--- src/common/lc4_pkg.sv ---
package lc4_pkg;

   localparam int WORD_W    = 16;
   localparam int REG_SEL_W = 3;
   localparam int NZP_W     = 3;
   localparam int NUM_REGS  = 8;

   localparam logic [WORD_W-1:0] RESET_PC = 16'h8200;
   localparam logic [WORD_W-1:0] NOP_INSN = '0;   // branch with no condition bits

   localparam logic [NZP_W-1:0] NZP_NEG  = 3'b100;
   localparam logic [NZP_W-1:0] NZP_ZERO = 3'b010;
   localparam logic [NZP_W-1:0] NZP_POS  = 3'b001;

   typedef enum logic [3:0] {
      OP_BR    = 4'd0,
      OP_ARITH = 4'd1,
      OP_LOGIC = 4'd5,
      OP_LDR   = 4'd6,
      OP_STR   = 4'd7,
      OP_CONST = 4'd9
   } opcode_t;

   typedef enum logic [1:0] {
      STALL_NONE  = 2'd0,
      STALL_FLUSH = 2'd2,   // squashed by a taken branch or reset
      STALL_LOAD  = 2'd3
   } stall_t;

   // condition code of a result, used in execute and in writeback
   function automatic logic [NZP_W-1:0] nzp_of(input logic [WORD_W-1:0] value);
      return value[WORD_W-1] ? NZP_NEG :
             (value == '0)   ? NZP_ZERO : NZP_POS;
   endfunction

endpackage

--- src/decode/lc4_decoder.sv ---
`timescale 1ns/1ns

module lc4_decoder (
   input  logic [lc4_pkg::WORD_W-1:0]    i_insn,
   output logic [lc4_pkg::REG_SEL_W-1:0] o_rs,
   output logic [lc4_pkg::REG_SEL_W-1:0] o_rt,
   output logic [lc4_pkg::REG_SEL_W-1:0] o_rd,
   output logic                          o_rs_re,
   output logic                          o_rt_re,
   output logic                          o_rf_we,
   output logic                          o_nzp_we,
   output logic                          o_is_load,
   output logic                          o_is_store,
   output logic                          o_is_branch
);

   logic alu_ok;   // register-register or immediate ALU form we support

   always_comb begin
      o_rs        = i_insn[8:6];
      o_rt        = i_insn[2:0];
      o_rd        = i_insn[11:9];
      o_rs_re     = 1'b0;
      o_rt_re     = 1'b0;
      o_rf_we     = 1'b0;
      o_nzp_we    = 1'b0;
      o_is_load   = 1'b0;
      o_is_store  = 1'b0;
      o_is_branch = 1'b0;
      alu_ok      = 1'b0;
      case (lc4_pkg::opcode_t'(i_insn[15:12]))
         lc4_pkg::OP_BR:    o_is_branch = |i_insn[11:9];   // nzp=000 never branches
         lc4_pkg::OP_ARITH: alu_ok = i_insn[5] | ~i_insn[3];   // no mul or div
         lc4_pkg::OP_LOGIC: alu_ok = ~i_insn[5] & (i_insn[4] | ~i_insn[3]);   // and, or, xor
         lc4_pkg::OP_LDR: begin
            o_rs_re   = 1'b1;
            o_rf_we   = 1'b1;
            o_nzp_we  = 1'b1;
            o_is_load = 1'b1;
         end
         lc4_pkg::OP_STR: begin
            o_rt       = i_insn[11:9];   // store data lives in the rd field
            o_rs_re    = 1'b1;
            o_rt_re    = 1'b1;
            o_is_store = 1'b1;
         end
         lc4_pkg::OP_CONST: begin
            o_rf_we  = 1'b1;
            o_nzp_we = 1'b1;
         end
         default: ;
      endcase
      if (alu_ok) begin
         o_rs_re  = 1'b1;
         o_rt_re  = ~i_insn[5];   // immediate form has no rt
         o_rf_we  = 1'b1;
         o_nzp_we = 1'b1;
      end
   end

endmodule

--- src/decode/lc4_decode_stage.sv ---
`timescale 1ns/1ns

module lc4_decode_stage (
   input  logic                          gwe,
   input  logic                          i_reset,
   input  logic [lc4_pkg::WORD_W-1:0]    i_cur_insn,
   input  logic                          i_branch_taken,
   input  logic [lc4_pkg::WORD_W-1:0]    i_branch_target,
   input  logic [lc4_pkg::REG_SEL_W-1:0] i_x_rd,
   input  logic                          i_x_rf_we,
   input  logic                          i_x_is_load,
   input  logic                          i_x_nzp_we,
   output logic [lc4_pkg::WORD_W-1:0]    o_cur_pc,
   output logic [lc4_pkg::WORD_W-1:0]    o_d_pc,
   output logic [lc4_pkg::WORD_W-1:0]    o_d_insn,
   output lc4_pkg::stall_t               o_d_stall,
   output logic [lc4_pkg::REG_SEL_W-1:0] o_d_rs,
   output logic [lc4_pkg::REG_SEL_W-1:0] o_d_rt,
   output logic [lc4_pkg::REG_SEL_W-1:0] o_d_rd,
   output logic                          o_d_rf_we,
   output logic                          o_d_nzp_we,
   output logic                          o_d_is_load,
   output logic                          o_d_is_store,
   output logic                          o_d_is_branch
);

   logic [lc4_pkg::WORD_W-1:0] fd_insn;
   lc4_pkg::stall_t            fd_stall;
   logic rs_re, rt_re, rf_we, nzp_we, is_load, is_store, is_branch;
   logic load_use;
   logic bubble;

   lc4_decoder u_decoder (
      .i_insn      (fd_insn),
      .o_rs        (o_d_rs),
      .o_rt        (o_d_rt),
      .o_rd        (o_d_rd),
      .o_rs_re     (rs_re),
      .o_rt_re     (rt_re),
      .o_rf_we     (rf_we),
      .o_nzp_we    (nzp_we),
      .o_is_load   (is_load),
      .o_is_store  (is_store),
      .o_is_branch (is_branch)
   );

   // load in execute feeds a register or the nzp of the decode-slot insn
   assign load_use = i_x_is_load &
                     ((i_x_rf_we & ((rs_re & (o_d_rs == i_x_rd)) |
                                    (rt_re & (o_d_rt == i_x_rd)))) |
                      (i_x_nzp_we & is_branch));
   assign bubble   = i_branch_taken | load_use;

   always_ff @(posedge gwe) begin
      if (i_reset) begin
         o_cur_pc <= lc4_pkg::RESET_PC;
         fd_insn  <= lc4_pkg::NOP_INSN;
         fd_stall <= lc4_pkg::STALL_FLUSH;
      end else if (i_branch_taken) begin   // wins over a load stall
         o_cur_pc <= i_branch_target;
         fd_insn  <= lc4_pkg::NOP_INSN;
         fd_stall <= lc4_pkg::STALL_FLUSH;
      end else if (!load_use) begin
         o_cur_pc <= o_cur_pc + 1'b1;
         fd_insn  <= i_cur_insn;
         fd_stall <= lc4_pkg::STALL_NONE;
      end
   end

   always_ff @(posedge gwe) begin
      if (!load_use) o_d_pc <= o_cur_pc;
   end

   assign o_d_insn      = bubble ? lc4_pkg::NOP_INSN : fd_insn;
   assign o_d_stall     = i_branch_taken ? lc4_pkg::STALL_FLUSH :
                          load_use       ? lc4_pkg::STALL_LOAD  : fd_stall;
   assign o_d_rf_we     = rf_we & ~bubble;
   assign o_d_nzp_we    = nzp_we & ~bubble;
   assign o_d_is_load   = is_load & ~bubble;
   assign o_d_is_store  = is_store & ~bubble;
   assign o_d_is_branch = is_branch & ~bubble;

endmodule

--- src/execute/lc4_alu.sv ---
`timescale 1ns/1ns

module lc4_alu (
   input  logic [lc4_pkg::WORD_W-1:0] i_insn,
   input  logic [lc4_pkg::WORD_W-1:0] i_pc,
   input  logic [lc4_pkg::WORD_W-1:0] i_rs,
   input  logic [lc4_pkg::WORD_W-1:0] i_rt,
   output logic [lc4_pkg::WORD_W-1:0] o_result
);

   logic [lc4_pkg::WORD_W-1:0] imm5, imm6, imm9;

   assign imm5 = {{(lc4_pkg::WORD_W-5){i_insn[4]}}, i_insn[4:0]};
   assign imm6 = {{(lc4_pkg::WORD_W-6){i_insn[5]}}, i_insn[5:0]};
   assign imm9 = {{(lc4_pkg::WORD_W-9){i_insn[8]}}, i_insn[8:0]};

   always_comb begin
      case (lc4_pkg::opcode_t'(i_insn[15:12]))
         lc4_pkg::OP_BR:    o_result = i_pc + 1'b1 + imm9;   // branch target
         lc4_pkg::OP_ARITH: begin
            if (i_insn[5])      o_result = i_rs + imm5;
            else if (i_insn[4]) o_result = i_rs - i_rt;
            else                o_result = i_rs + i_rt;
         end
         lc4_pkg::OP_LOGIC: begin
            case (i_insn[4:3])
               2'b10:   o_result = i_rs | i_rt;
               2'b11:   o_result = i_rs ^ i_rt;
               default: o_result = i_rs & i_rt;
            endcase
         end
         lc4_pkg::OP_LDR, lc4_pkg::OP_STR: o_result = i_rs + imm6;   // data address
         lc4_pkg::OP_CONST: o_result = imm9;
         default:           o_result = '0;
      endcase
   end

endmodule

--- src/execute/lc4_execute_stage.sv ---
`timescale 1ns/1ns

module lc4_execute_stage (
   input  logic                          gwe,
   input  logic                          i_reset,
   input  logic [lc4_pkg::WORD_W-1:0]    i_d_pc,
   input  logic [lc4_pkg::WORD_W-1:0]    i_d_insn,
   input  lc4_pkg::stall_t               i_d_stall,
   input  logic [lc4_pkg::REG_SEL_W-1:0] i_d_rs,
   input  logic [lc4_pkg::REG_SEL_W-1:0] i_d_rt,
   input  logic [lc4_pkg::REG_SEL_W-1:0] i_d_rd,
   input  logic                          i_d_rf_we,
   input  logic                          i_d_nzp_we,
   input  logic                          i_d_is_load,
   input  logic                          i_d_is_store,
   input  logic                          i_d_is_branch,
   input  logic [lc4_pkg::WORD_W-1:0]    i_rs_data,
   input  logic [lc4_pkg::WORD_W-1:0]    i_rt_data,
   input  logic [lc4_pkg::REG_SEL_W-1:0] i_m_rd,
   input  logic                          i_m_rf_we,
   input  logic [lc4_pkg::WORD_W-1:0]    i_m_result,
   input  logic [lc4_pkg::REG_SEL_W-1:0] i_w_rd,
   input  logic                          i_w_rf_we,
   input  logic [lc4_pkg::WORD_W-1:0]    i_w_result,
   input  logic                          i_w_load_nzp_valid,
   input  logic [lc4_pkg::NZP_W-1:0]     i_w_load_nzp,
   output logic                          o_branch_taken,
   output logic [lc4_pkg::WORD_W-1:0]    o_branch_target,
   output logic [lc4_pkg::REG_SEL_W-1:0] o_x_rd,
   output logic                          o_x_rf_we,
   output logic                          o_x_is_load,
   output logic                          o_x_nzp_we,
   output logic                          o_x_is_store,
   output logic [lc4_pkg::WORD_W-1:0]    o_x_pc,
   output logic [lc4_pkg::WORD_W-1:0]    o_x_insn,
   output lc4_pkg::stall_t               o_x_stall,
   output logic [lc4_pkg::WORD_W-1:0]    o_x_result,
   output logic [lc4_pkg::WORD_W-1:0]    o_x_store_data,
   output logic [lc4_pkg::NZP_W-1:0]     o_x_nzp
);

   logic [lc4_pkg::REG_SEL_W-1:0] x_rs, x_rt;
   logic [lc4_pkg::WORD_W-1:0]    x_rs_data, x_rt_data, rs_fwd;
   logic                          x_is_branch;
   logic [lc4_pkg::NZP_W-1:0]     nzp_reg, cur_nzp;

   // youngest producer first
   function automatic logic [lc4_pkg::WORD_W-1:0] fwd(
      input logic [lc4_pkg::REG_SEL_W-1:0] sel,
      input logic [lc4_pkg::WORD_W-1:0]    rf_val
   );
      if (i_m_rf_we && i_m_rd == sel)      return i_m_result;
      else if (i_w_rf_we && i_w_rd == sel) return i_w_result;
      return rf_val;
   endfunction

   always_ff @(posedge gwe) begin
      if (i_reset) begin
         o_x_insn    <= lc4_pkg::NOP_INSN;
         o_x_stall   <= lc4_pkg::STALL_FLUSH;
         o_x_rf_we   <= 1'b0;
         o_x_nzp_we  <= 1'b0;
         o_x_is_load <= 1'b0;
         o_x_is_store <= 1'b0;
         x_is_branch <= 1'b0;
         nzp_reg     <= lc4_pkg::NZP_ZERO;
      end else begin
         o_x_insn    <= i_d_insn;
         o_x_stall   <= i_d_stall;
         o_x_rf_we   <= i_d_rf_we;
         o_x_nzp_we  <= i_d_nzp_we;
         o_x_is_load <= i_d_is_load;
         o_x_is_store <= i_d_is_store;
         x_is_branch <= i_d_is_branch;
         if (o_x_nzp_we && !o_x_is_load) begin   // younger writer beats the load
            nzp_reg <= o_x_nzp;
         end else if (i_w_load_nzp_valid) begin
            nzp_reg <= i_w_load_nzp;
         end
      end
   end

   always_ff @(posedge gwe) begin
      o_x_pc    <= i_d_pc;
      o_x_rd    <= i_d_rd;
      x_rs      <= i_d_rs;
      x_rt      <= i_d_rt;
      x_rs_data <= i_rs_data;
      x_rt_data <= i_rt_data;
   end

   always_comb begin
      rs_fwd         = fwd(x_rs, x_rs_data);
      o_x_store_data = fwd(x_rt, x_rt_data);
   end

   lc4_alu u_alu (
      .i_insn   (o_x_insn),
      .i_pc     (o_x_pc),
      .i_rs     (rs_fwd),
      .i_rt     (o_x_store_data),
      .o_result (o_x_result)
   );

   assign o_x_nzp         = lc4_pkg::nzp_of(o_x_result);
   assign cur_nzp         = i_w_load_nzp_valid ? i_w_load_nzp : nzp_reg;   // load nzp lands late
   assign o_branch_taken  = x_is_branch & |(o_x_insn[11:9] & cur_nzp);
   assign o_branch_target = o_x_result;

endmodule

--- src/verilog/lc4_regfile.sv ---
`timescale 1ns/1ns

module lc4_regfile (
   input  logic                          gwe,
   input  logic                          i_reset,
   input  logic [lc4_pkg::REG_SEL_W-1:0] i_rs,
   input  logic [lc4_pkg::REG_SEL_W-1:0] i_rt,
   output logic [lc4_pkg::WORD_W-1:0]    o_rs_data,
   output logic [lc4_pkg::WORD_W-1:0]    o_rt_data,
   input  logic [lc4_pkg::REG_SEL_W-1:0] i_rd,
   input  logic                          i_rd_we,
   input  logic [lc4_pkg::WORD_W-1:0]    i_wdata
);

   logic [lc4_pkg::WORD_W-1:0] regs [lc4_pkg::NUM_REGS];

   always_ff @(posedge gwe) begin
      if (i_reset) begin
         for (int i = 0; i < lc4_pkg::NUM_REGS; i++) regs[i] <= '0;
      end else if (i_rd_we) begin
         regs[i_rd] <= i_wdata;
      end
   end

   // writeback data shows through in the same cycle
   assign o_rs_data = (i_rd_we && i_rd == i_rs) ? i_wdata : regs[i_rs];
   assign o_rt_data = (i_rd_we && i_rd == i_rt) ? i_wdata : regs[i_rt];

endmodule

--- src/result/lc4_result_stage.sv ---
`timescale 1ns/1ns

module lc4_result_stage (
   input  logic                          gwe,
   input  logic                          i_reset,
   input  logic [lc4_pkg::WORD_W-1:0]    i_x_pc,
   input  logic [lc4_pkg::WORD_W-1:0]    i_x_insn,
   input  lc4_pkg::stall_t               i_x_stall,
   input  logic [lc4_pkg::WORD_W-1:0]    i_x_result,
   input  logic [lc4_pkg::WORD_W-1:0]    i_x_store_data,
   input  logic [lc4_pkg::REG_SEL_W-1:0] i_x_rd,
   input  logic                          i_x_rf_we,
   input  logic                          i_x_nzp_we,
   input  logic                          i_x_is_load,
   input  logic                          i_x_is_store,
   input  logic [lc4_pkg::NZP_W-1:0]     i_x_nzp,
   input  logic [lc4_pkg::WORD_W-1:0]    i_dmem_rdata,
   output logic [lc4_pkg::WORD_W-1:0]    o_dmem_addr,
   output logic                          o_dmem_we,
   output logic [lc4_pkg::WORD_W-1:0]    o_dmem_wdata,
   output logic [lc4_pkg::REG_SEL_W-1:0] o_m_rd,
   output logic                          o_m_rf_we,
   output logic [lc4_pkg::WORD_W-1:0]    o_m_result,
   output logic                          o_w_load_nzp_valid,
   output logic [lc4_pkg::NZP_W-1:0]     o_w_load_nzp,
   output logic [lc4_pkg::REG_SEL_W-1:0] o_rf_wsel,
   output logic                          o_rf_we,
   output logic [lc4_pkg::WORD_W-1:0]    o_rf_wdata,
   output lc4_pkg::stall_t               o_wb_stall,
   output logic [lc4_pkg::WORD_W-1:0]    o_wb_pc,
   output logic [lc4_pkg::WORD_W-1:0]    o_wb_insn,
   output logic                          o_wb_rf_we,
   output logic [lc4_pkg::REG_SEL_W-1:0] o_wb_rf_wsel,
   output logic [lc4_pkg::WORD_W-1:0]    o_wb_rf_wdata,
   output logic                          o_wb_nzp_we,
   output logic [lc4_pkg::NZP_W-1:0]     o_wb_nzp
);

   logic [lc4_pkg::WORD_W-1:0] m_pc, m_insn, w_result, w_rdata;
   lc4_pkg::stall_t            m_stall;
   logic                       m_nzp_we, m_is_load, w_is_load;
   logic [lc4_pkg::NZP_W-1:0]  m_nzp, w_nzp;

   always_ff @(posedge gwe) begin
      if (i_reset) begin
         m_stall     <= lc4_pkg::STALL_FLUSH;
         o_m_rf_we   <= 1'b0;
         m_nzp_we    <= 1'b0;
         m_is_load   <= 1'b0;
         o_dmem_we   <= 1'b0;
         o_wb_stall  <= lc4_pkg::STALL_FLUSH;
         o_rf_we     <= 1'b0;
         o_wb_nzp_we <= 1'b0;
         w_is_load   <= 1'b0;
      end else begin
         m_stall     <= i_x_stall;
         o_m_rf_we   <= i_x_rf_we;
         m_nzp_we    <= i_x_nzp_we;
         m_is_load   <= i_x_is_load;
         o_dmem_we   <= i_x_is_store;
         o_wb_stall  <= m_stall;
         o_rf_we     <= o_m_rf_we;
         o_wb_nzp_we <= m_nzp_we;
         w_is_load   <= m_is_load;
      end
   end

   always_ff @(posedge gwe) begin
      m_pc         <= i_x_pc;
      m_insn       <= i_x_insn;
      o_m_result   <= i_x_result;
      o_dmem_wdata <= i_x_store_data;   // rt already forwarded in execute
      o_m_rd       <= i_x_rd;
      m_nzp        <= i_x_nzp;
      o_wb_pc      <= m_pc;
      o_wb_insn    <= m_insn;
      w_result     <= o_m_result;
      w_rdata      <= i_dmem_rdata;
      o_rf_wsel    <= o_m_rd;
      w_nzp        <= m_nzp;
   end

   assign o_dmem_addr = o_m_result;

   assign o_rf_wdata   = w_is_load ? w_rdata : w_result;
   assign o_w_load_nzp = lc4_pkg::nzp_of(w_rdata);
   // a younger nzp writer in memory has already updated the register
   assign o_w_load_nzp_valid = w_is_load & ~m_nzp_we;

   assign o_wb_rf_we    = o_rf_we;
   assign o_wb_rf_wsel  = o_rf_wsel;
   assign o_wb_rf_wdata = o_rf_wdata;
   assign o_wb_nzp      = w_is_load ? o_w_load_nzp : w_nzp;

endmodule

--- src/verilog/lc4_pipeline.sv ---
`timescale 1ns/1ns

module lc4_pipeline (
   input  logic                          gwe,
   input  logic                          i_reset,
   output logic [lc4_pkg::WORD_W-1:0]    o_cur_pc,
   input  logic [lc4_pkg::WORD_W-1:0]    i_cur_insn,
   output logic [lc4_pkg::WORD_W-1:0]    o_dmem_addr,
   output logic                          o_dmem_we,
   output logic [lc4_pkg::WORD_W-1:0]    o_dmem_wdata,
   input  logic [lc4_pkg::WORD_W-1:0]    i_dmem_rdata,
   output lc4_pkg::stall_t               o_wb_stall,
   output logic [lc4_pkg::WORD_W-1:0]    o_wb_pc,
   output logic [lc4_pkg::WORD_W-1:0]    o_wb_insn,
   output logic                          o_wb_rf_we,
   output logic [lc4_pkg::REG_SEL_W-1:0] o_wb_rf_wsel,
   output logic [lc4_pkg::WORD_W-1:0]    o_wb_rf_wdata,
   output logic                          o_wb_nzp_we,
   output logic [lc4_pkg::NZP_W-1:0]     o_wb_nzp
);

   logic [lc4_pkg::WORD_W-1:0]    d_pc, d_insn, rs_data, rt_data, x_branch_target;
   lc4_pkg::stall_t               d_stall, x_stall;
   logic [lc4_pkg::REG_SEL_W-1:0] d_rs, d_rt, d_rd, x_rd, m_rd, rf_wsel;
   logic d_rf_we, d_nzp_we, d_is_load, d_is_store, d_is_branch;
   logic x_branch_taken, x_rf_we, x_is_load, x_nzp_we, x_is_store;
   logic [lc4_pkg::WORD_W-1:0]    x_pc, x_insn, x_result, x_store_data, m_result, rf_wdata;
   logic [lc4_pkg::NZP_W-1:0]     x_nzp, w_load_nzp;
   logic m_rf_we, w_load_nzp_valid, rf_we;

   lc4_decode_stage u_decode_stage (
      .gwe (gwe), .i_reset (i_reset),
      .i_cur_insn (i_cur_insn),
      .i_branch_taken (x_branch_taken), .i_branch_target (x_branch_target),
      .i_x_rd (x_rd), .i_x_rf_we (x_rf_we),
      .i_x_is_load (x_is_load), .i_x_nzp_we (x_nzp_we),
      .o_cur_pc (o_cur_pc), .o_d_pc (d_pc), .o_d_insn (d_insn), .o_d_stall (d_stall),
      .o_d_rs (d_rs), .o_d_rt (d_rt), .o_d_rd (d_rd),
      .o_d_rf_we (d_rf_we), .o_d_nzp_we (d_nzp_we), .o_d_is_load (d_is_load),
      .o_d_is_store (d_is_store), .o_d_is_branch (d_is_branch)
   );

   lc4_regfile u_regfile (
      .gwe (gwe), .i_reset (i_reset),
      .i_rs (d_rs), .i_rt (d_rt), .o_rs_data (rs_data), .o_rt_data (rt_data),
      .i_rd (rf_wsel), .i_rd_we (rf_we), .i_wdata (rf_wdata)
   );

   lc4_execute_stage u_execute_stage (
      .gwe (gwe), .i_reset (i_reset),
      .i_d_pc (d_pc), .i_d_insn (d_insn), .i_d_stall (d_stall),
      .i_d_rs (d_rs), .i_d_rt (d_rt), .i_d_rd (d_rd),
      .i_d_rf_we (d_rf_we), .i_d_nzp_we (d_nzp_we), .i_d_is_load (d_is_load),
      .i_d_is_store (d_is_store), .i_d_is_branch (d_is_branch),
      .i_rs_data (rs_data), .i_rt_data (rt_data),
      .i_m_rd (m_rd), .i_m_rf_we (m_rf_we), .i_m_result (m_result),
      .i_w_rd (rf_wsel), .i_w_rf_we (rf_we), .i_w_result (rf_wdata),
      .i_w_load_nzp_valid (w_load_nzp_valid), .i_w_load_nzp (w_load_nzp),
      .o_branch_taken (x_branch_taken), .o_branch_target (x_branch_target),
      .o_x_rd (x_rd), .o_x_rf_we (x_rf_we), .o_x_is_load (x_is_load),
      .o_x_nzp_we (x_nzp_we), .o_x_is_store (x_is_store),
      .o_x_pc (x_pc), .o_x_insn (x_insn), .o_x_stall (x_stall),
      .o_x_result (x_result), .o_x_store_data (x_store_data), .o_x_nzp (x_nzp)
   );

   lc4_result_stage u_result_stage (
      .gwe (gwe), .i_reset (i_reset),
      .i_x_pc (x_pc), .i_x_insn (x_insn), .i_x_stall (x_stall),
      .i_x_result (x_result), .i_x_store_data (x_store_data), .i_x_rd (x_rd),
      .i_x_rf_we (x_rf_we), .i_x_nzp_we (x_nzp_we), .i_x_is_load (x_is_load),
      .i_x_is_store (x_is_store), .i_x_nzp (x_nzp),
      .i_dmem_rdata (i_dmem_rdata), .o_dmem_addr (o_dmem_addr),
      .o_dmem_we (o_dmem_we), .o_dmem_wdata (o_dmem_wdata),
      .o_m_rd (m_rd), .o_m_rf_we (m_rf_we), .o_m_result (m_result),
      .o_w_load_nzp_valid (w_load_nzp_valid), .o_w_load_nzp (w_load_nzp),
      .o_rf_wsel (rf_wsel), .o_rf_we (rf_we), .o_rf_wdata (rf_wdata),
      .o_wb_stall (o_wb_stall), .o_wb_pc (o_wb_pc), .o_wb_insn (o_wb_insn),
      .o_wb_rf_we (o_wb_rf_we), .o_wb_rf_wsel (o_wb_rf_wsel),
      .o_wb_rf_wdata (o_wb_rf_wdata), .o_wb_nzp_we (o_wb_nzp_we), .o_wb_nzp (o_wb_nzp)
   );

endmodule

--- config.mk ---
export PLATFORM = sky130hd
export DESIGN_NAME = lc4_pipeline
export DESIGN_NICKNAME = d
export VERILOG_FILES = /design/src/common/lc4_pkg.sv /design/src/decode/lc4_decoder.sv /design/src/decode/lc4_decode_stage.sv /design/src/execute/lc4_alu.sv /design/src/execute/lc4_execute_stage.sv /design/src/verilog/lc4_regfile.sv /design/src/result/lc4_result_stage.sv /design/src/verilog/lc4_pipeline.sv
export SDC_FILE = /design/constraint.sdc
export NUM_CORES = 1
export LEC_CHECK = 0
export ABC_CLOCK_PERIOD_IN_PS = 16900
export BUFFER_PORTS_ARGS = -buffer_cell sky130_fd_sc_hd__clkbuf_2
export CORE_MARGIN = 2
export CORE_UTILIZATION = 45
export CTS_CLUSTER_DIAMETER = 120
export DETAILED_ROUTE_END_ITERATION = 10
export PLACE_DENSITY_LB_ADDON = 0.25
export SLEW_MARGIN = 20
export SYNTH_ARGS = -nofsm -noshare
export SYNTH_HDL_FRONTEND = slang
export SYNTH_SLANG_ARGS = --single-unit
--- constraint.sdc ---
create_clock -name gwe -period 16.9 [get_ports gwe]
set_input_delay 0.845 -clock gwe [delete_from_list [all_inputs] [get_ports gwe]]
set_output_delay 0.845 -clock gwe [all_outputs]
set_load 0.01 [all_outputs]
==> reports/metrics.cfg, run 1 <==
[layout]
fin_area_sq_um=21800
layout_common_cells=nor2_1 (270), dfxtp_1 (262), nand2_1 (225)
fin_nets=2125
instances_no_fill=2601
regMostFlops=u_regfile.regs
final_common_cell=nor2_1
diodes=0
fillCellCount=3785
largest_register_ffs=128
area_growth_pct=14.21
drive_gt1_frac=0.1528

[power]
clock_power_share=0.396
power_leakage_nw=8.733
power.sequential.fraction=0.442
power_switching_mw=0.7196
intPower_mw=1.836
swShare=0.2816
powerDensity_nw_per_um2=117.2
vdd_ir_drop_max_mv=0.07143
p_comb_frac=0.163

[logic_synthesis]
synth_seq_cells=409
ys_seq_area_frac=0.5046
synth_top_family_by_area=simple AND/OR/NAND/NOR gates
yosysWarnings=0
synth.distinct_cells=77
synthCells=1933
synth-simple-area-share=0.1700
synthMuxAreaShare=0.07880
synth_xor_area_frac=0.03973
synth_largest_area_cell=dfxtp_1
syn_area_sq_um=19080
synth-edff-count=144
synthAdderAreaFrac=0.04340
yosysTopAreaCellShare=0.2780
yosys_most_used_dff=dfxtp_1
synth_fp_nets=2032
synth_async_sr_flop_share=0
synth_compound_area_frac=0.1218
yosys-top-cells-area=dfxtp_1 (28%), edfxtp_1 (23%), nor2_1 (5.3%)
synth.avg_cell_area_sq_um=9.873

[worst_setup_path]
ff2ff_setup_slack_ps=9730
r2r_end=u_execute_stage.nzp_reg[1]
worstSetupEndpointType=flip-flop
cp.required_ps=17430
worst-setup-path-type=reg2reg
cp-endpoint=u_execute_stage.nzp_reg[1]
startpoint=u_result_stage.w_is_load
crit_fanout=26
critical_path_arrival_ps=7690
reg2reg_from=u_result_stage.w_is_load
cp-start-kind=flip-flop
r2r_cells=21

[floorplanning]
die_area_sq_um=44070
die_width_um=209.9
initial_core_util=0.4550
core_sq_um=41950
io_pins=141
chipHeight_um=209.9
rows=75

[clock_network]
clk_latency_ps=580
cts_resized=0
clock_path_buffers=3
cts-htree-levels=2
cts.clk_slew.worst_paths_ps=70
cts_buffers=44
cts_tree=built
root_buffer=clkbuf_16
clock-sinks=409
postCtsHoldBufs=0
postCtsSetupBuffers=0

[hold_path]
hp-class=reg2reg
hold_start=u_result_stage.m_nzp[1]

[grt]
overflow=0
antenna_found_initial=0
track_usage=0.2555
grt_pass1_vias=14448
grt_max_degree=68
grt_pass1_wl_mm=85.32

[place]
io_buffers=140
dpl.cell_count=2519
dpl_cell_area_sq_um=20230
dp_hpwl_mm=38.95
globalplace.congestion=0.9299

[sta]
slew_violations=0
fmax_mhz=139.5
relSlewSlack=0.2135
finalSetupTns_ps=0
min_period_ps=7168
finalHoldViolations=0
rsz0062_at_grt=false
setup_violations=0
clock_skew_ps=25.58
tightest_slew_ps=1176
period_share=0.4241

[detailed_routing]
dr.pass1.iters=6
drc_errors=0
dr_total_vias=14866
wl_per_cell_um=21.77
vias_per_cell=5.715
antenna_left=0
drtIter0Drc=1346
routed_wirelength_mm=56.62

[run]
drv_cap=0

[outcome]
outcome=complete, no violations

synthesized netlist by cell type, drive strengths merged, types with 7 or more instances:
| cell | instances |
|---|---|
| inv | 75 |
| a41oi | 8 |
| a21o | 9 |
| ha | 63 |
| o31ai | 13 |
| o211ai | 10 |
| clkbuf | 94 |
| nor4 | 15 |
| and3 | 28 |
| nand2 | 225 |
| a311oi | 34 |
| buf | 28 |
| xnor2 | 62 |
| nand2b | 8 |
| nor3 | 36 |
| o21ai | 73 |
| dfxtp | 265 |
| mux4 | 32 |
| nand4 | 8 |
| mux2i | 70 |
| o21a | 18 |
| nor2 | 270 |
| nand3 | 46 |
| or3 | 13 |
| nor2b | 16 |
| edfxtp | 144 |
| or2 | 7 |
| and2 | 23 |
| a211oi | 16 |
| a31oi | 8 |
| a21oi | 105 |
| xor2 | 22 |
| mux2 | 7 |
how the worst min path moves through the flow:
stage,end,slack [ps],cells past startpoint
2_1_floorplan,u_result_stage.o_wb_insn[0],310,0
6_report,u_result_stage.w_nzp[1],310,0
3_5_place_dp,u_result_stage.o_wb_insn[13],310,0
3_3_place_gp,u_result_stage.o_wb_insn[5],310,0
4_1_cts,u_result_stage.o_wb_insn[12],320,0
5_1_grt,u_result_stage.w_nzp[1],310,0
critical path: stages (launching register included):
cell and delay [ps]:
dfxtp_1 340, buf_4 370, mux2i_1 870, inv_1 200, mux2i_1 320, o21ai_0 270, o22ai_1 300, nand3_1 210
a2111oi_0 920, xnor2_1 180, o21ai_0 90, ha_1 360, a21o_1 210, a41oi_1 390, o22ai_1 190, nor2_1 160
nor4bb_1 70, a2111oi_0 530, inv_1 130, nor4_1 510, nor3b_2 310, o31a_1 160
area by class of cell:
class                           instances  area (sq um)  share of cell area
Clock buffer                           65          1314             0.06028
Clock inverter                         17         236.5             0.01085
Inverter                               75         281.5             0.01292
Multi-Input combinational cell       1327          8738              0.4009
Sequential cell                       409          9633              0.4420
Tap cell                              539         674.4             0.03094
Timing Repair Buffer                  169         918.4             0.04214
cells by family after synthesis:
group	count (synthesis)
AOI/OAI and AO/OA	348
xor gates and xnor gates	84
adders and majority gates	65
buffers and inverters	197
DFF	409
muxes	109
and+or+nand+nor	721
power by group through the flow:
stage / Clock, mW / Combinational (mW) / Sequential, mW
5_1_grt: 1.07 / 0.453 / 1.13
3_3_place_gp: 0 / 0.404 / 1.15
4_1_cts: 1.03 / 0.410 / 1.13
3_5_place_dp: 0 / 0.408 / 1.15
6_report: 1.01 / 0.415 / 1.13
2_1_floorplan: 0 / 0.278 / 1.13
metal layers:
layer | up-vias | routed length [um] | part of all wire | GRT usage
li1 | 7022 | - | - | -
met2 | 580 | 27910 | 0.49 | 0.4460
met5 | - | 0 | 0 | 0
met4 | 0 | 2027 | 0.036 | 0.1012
met3 | 132 | 3974 | 0.070 | 0.03591
met1 | 7132 | 22710 | 0.40 | 0.3206
stage by stage:
stage | hold slack (ps) | power [mW] | setup slack, ps | util
2_1_floorplan | 309.6 | 1.406 | 10860 | -
3_3_place_gp | 310.1 | 1.550 | 10130 | 0.4822
3_5_place_dp | 312.1 | 1.555 | 9941 | 0.4822
4_1_cts | 317.6 | 2.566 | 9893 | 0.5192
5_1_grt | 314.6 | 2.653 | 9023 | 0.5196
6_report | 313.8 | 2.556 | 9732 | 0.5196
No activity file was read; power rests on OpenSTA's default activity.
==> inputs of run 2 (changes only) <==
--- a/config.mk
+++ b/config.mk
@@ -5,7 +5,7 @@
 export SDC_FILE = /design/constraint.sdc
 export NUM_CORES = 1
 export LEC_CHECK = 0
-export ABC_CLOCK_PERIOD_IN_PS = 16900
+export ABC_CLOCK_PERIOD_IN_PS = 5900
 export BUFFER_PORTS_ARGS = -buffer_cell sky130_fd_sc_hd__clkbuf_2
 export CORE_MARGIN = 2
 export CORE_UTILIZATION = 45
==> constraint.sdc (replaced) <==
create_clock -name gwe -period 5.9 [get_ports gwe]
set_input_delay 0.295 -clock gwe [delete_from_list [all_inputs] [get_ports gwe]]
set_output_delay 0.295 -clock gwe [all_outputs]
set_load 0.01 [all_outputs]
==> reports/metrics.cfg, run 2 (synthesized netlist as in run 1, its figures left out) <==
[sta]
finalSetupTns_ps=0
setup_violations=0
slew_violations=0
clock_skew_ps=35.23
period_share=0.9666
finalHoldViolations=0
rsz0062_at_grt=true
tightest_slew_ps=1037
min_period_ps=5703
relSlewSlack=0.3068
whs_ps=18.37
fmax_mhz=175.3

[layout]
largest_register_ffs=128
regMostFlops=u_regfile.regs
layout_common_cells=nor2_1 (269), dfxtp_1 (262), nand2_1 (225)
fillCellCount=3778
final_common_cell=nor2_1
drive_gt1_frac=0.1711
area_growth_pct=17.54
multi_input_area_sq_um=8827
diodes=0
seq_area_sq_um=9633
fin_nets=2197
fin_util=0.5348

[worst_setup_path]
worst-setup-path-type=reg2reg
slowest_delay_ps=500
crit_fanout=6
worstSetupEndpointType=flip-flop
cp-start-kind=flip-flop
timing.critical_path.max_delay_family=compound AO/OA/AOI/OAI gates
r2r_end=u_execute_stage.nzp_reg[1]
r2r_cells=23
reg2reg_from=u_execute_stage.x_rt[1]
cp.required_ps=6440
cp_cell_sequence=xnor2_2 > and4_4 > buf_4 > nor2_1 > a211oi_1 > a21oi_1 > ha_4 > nor2_1 > a21o_1 > ha_1 > mux2_2 > fa_1 > a21o_1 > a21oi_1 > o21ai_0 > a31oi_1 > xnor2_1 > a221o_1 > nor4_2 > nand4_1 > nor4_4 > nor3b_2 > o31a_1
ff2ff_setup_slack_ps=200
crit_slowest_cell=a221o_1
critical_path_arrival_ps=6240
cp.buffers_inverters=1

[power]
power_switching_mw=2.090
powerDensity_nw_per_um2=326.5
intPower_mw=5.234
swShare=0.2854
power_leakage_nw=9.034
power.sequential.fraction=0.441
p_comb_frac=0.175
vdd_ir_drop_max_mv=0.2007
clock_power_share=0.383

[detailed_routing]
routed_wirelength_mm=56.98
dr_total_vias=15165
vias_per_cell=5.676
wl_per_cell_um=21.33
drtIter0Drc=1273
dr.pass1.iters=6
drc_errors=0
antenna_left=0

[clock_network]
cts.clk_slew.worst_paths_ps=60
cts-htree-levels=2
root_buffer=clkbuf_16
clock-sinks=409
cts_buffers=44
clock_path_buffers=3
clk_latency_ps=600
cts_tree=built

[grt]
track_usage=0.2567
grt_pass1_wl_mm=86.39
antenna_found_initial=0
overflow=0
grt_max_degree=67
grt_pass1_vias=14824

[place]
io_buffers=140
globalplace.congestion=0.9200
dp_hpwl_mm=40.18

[run]
drv_cap=0

[floorplanning]
rows=75
core_sq_um=41950
chipHeight_um=209.9
io_pins=141
die_area_sq_um=44070
initial_core_util=0.4550
die_width_um=209.9

[outcome]
outcome=complete, no violations

[hold_path]
hp-class=in2reg
hold_start=i_cur_insn[6]
hold_end=u_decode_stage.fd_insn[6]
hold_depth=3

## run 2: cell count changes in the layout (fill, tap and decap cells not counted), sizes merged
cell | previous run | this run
buf | 29 | 72
bufinv | 4 | 3
clkbuf | 205 | 201
clkinv | 9 | 11
clkinvlp | 3 | 5
dlygate4sd3 | 0 | 29
## run 2: power by group through the flow
stage               clock [mW]  sequential [mW]  combinational [mW]
floorplan                    0             3.23               0.798
global placement             0             3.28                1.20
detailed placement           0             3.29                1.22
CTS                       2.84             3.23                1.24
global route              2.95             3.25                1.40
finish                    2.81             3.23                1.28
## run 2: per-stage QoR
step | instance area (sq um) | total power [mW] | std cells | worst slack (ps)
5_1_grt | 22430 | 7.595 | 2672 | -149.1
2_1_floorplan | 19090 | 4.028 | 1933 | 45.68
3_3_place_gp | 20490 | 4.486 | 2554 | 170.2
3_5_place_dp | 20490 | 4.508 | 2554 | 95.28
6_report | 22430 | 7.324 | 2672 | 196.9
4_1_cts | 22260 | 7.313 | 2664 | 67.27
## run 2: cell type report
| cell class | instances | area share |
|---|---|---|
| multi-input cells | 1327 | 0.3935 |
| clock buffers | 61 | 0.05650 |
| repair buffers | 241 | 0.06844 |
| flip-flops and latches | 409 | 0.4294 |
| well taps | 539 | 0.03006 |
| clock inverters | 20 | 0.009482 |
| inverters | 75 | 0.01255 |
## run 2: worst max-delay path by stage
stage / cells after the start / slack [ps] / end / start
finish: 23 / 200 / u_execute_stage.nzp_reg[1] / u_execute_stage.x_rt[1]
global route: 27 / -150 / u_execute_stage.nzp_reg[1] / u_execute_stage.x_rt[1]
CTS: 24 / 70 / u_execute_stage.nzp_reg[1] / u_result_stage.o_m_rd[2]
detailed placement: 24 / 100 / u_execute_stage.nzp_reg[1] / u_result_stage.o_m_rd[0]
global placement: 24 / 170 / u_decode_stage.o_cur_pc[15] / u_result_stage.o_m_rd[0]
floorplan: 27 / 50 / u_execute_stage.nzp_reg[1] / u_result_stage.o_m_rd[0]
## run 2: worst reg2reg max path, cell delays in order (launching register included)
cell and delay [ps]:
dfxtp_1 350, xnor2_2 260, and4_4 310, buf_4 120
nor2_1 40, a211oi_1 250, a21oi_1 130, ha_4 310
nor2_1 40, a21o_1 170, ha_1 290, mux2_2 300
fa_1 440, a21o_1 220, a21oi_1 280, o21ai_0 180
a31oi_1 220, xnor2_1 100, a221o_1 500, nor4_2 360
nand4_1 210, nor4_4 200, nor3b_2 240, o31a_1 150
## run 2: metal layers
metal	wire length [um]	part of all wire	GRT usage
met2	28330	0.50	0.4507
met1	22970	0.40	0.3206
met4	1940	0.034	0.09416
met3	3736	0.066	0.03993
met5	0	0	0
## run 2: repair_timing
item | 4_1_cts | 5_1_grt
hold buffers | 29 | 0
gates resized for setup | 0 | 21
setup endpoints to repair | 0 | 7
hold endpoints to repair | 29 | 0
setup buffers | 0 | 8
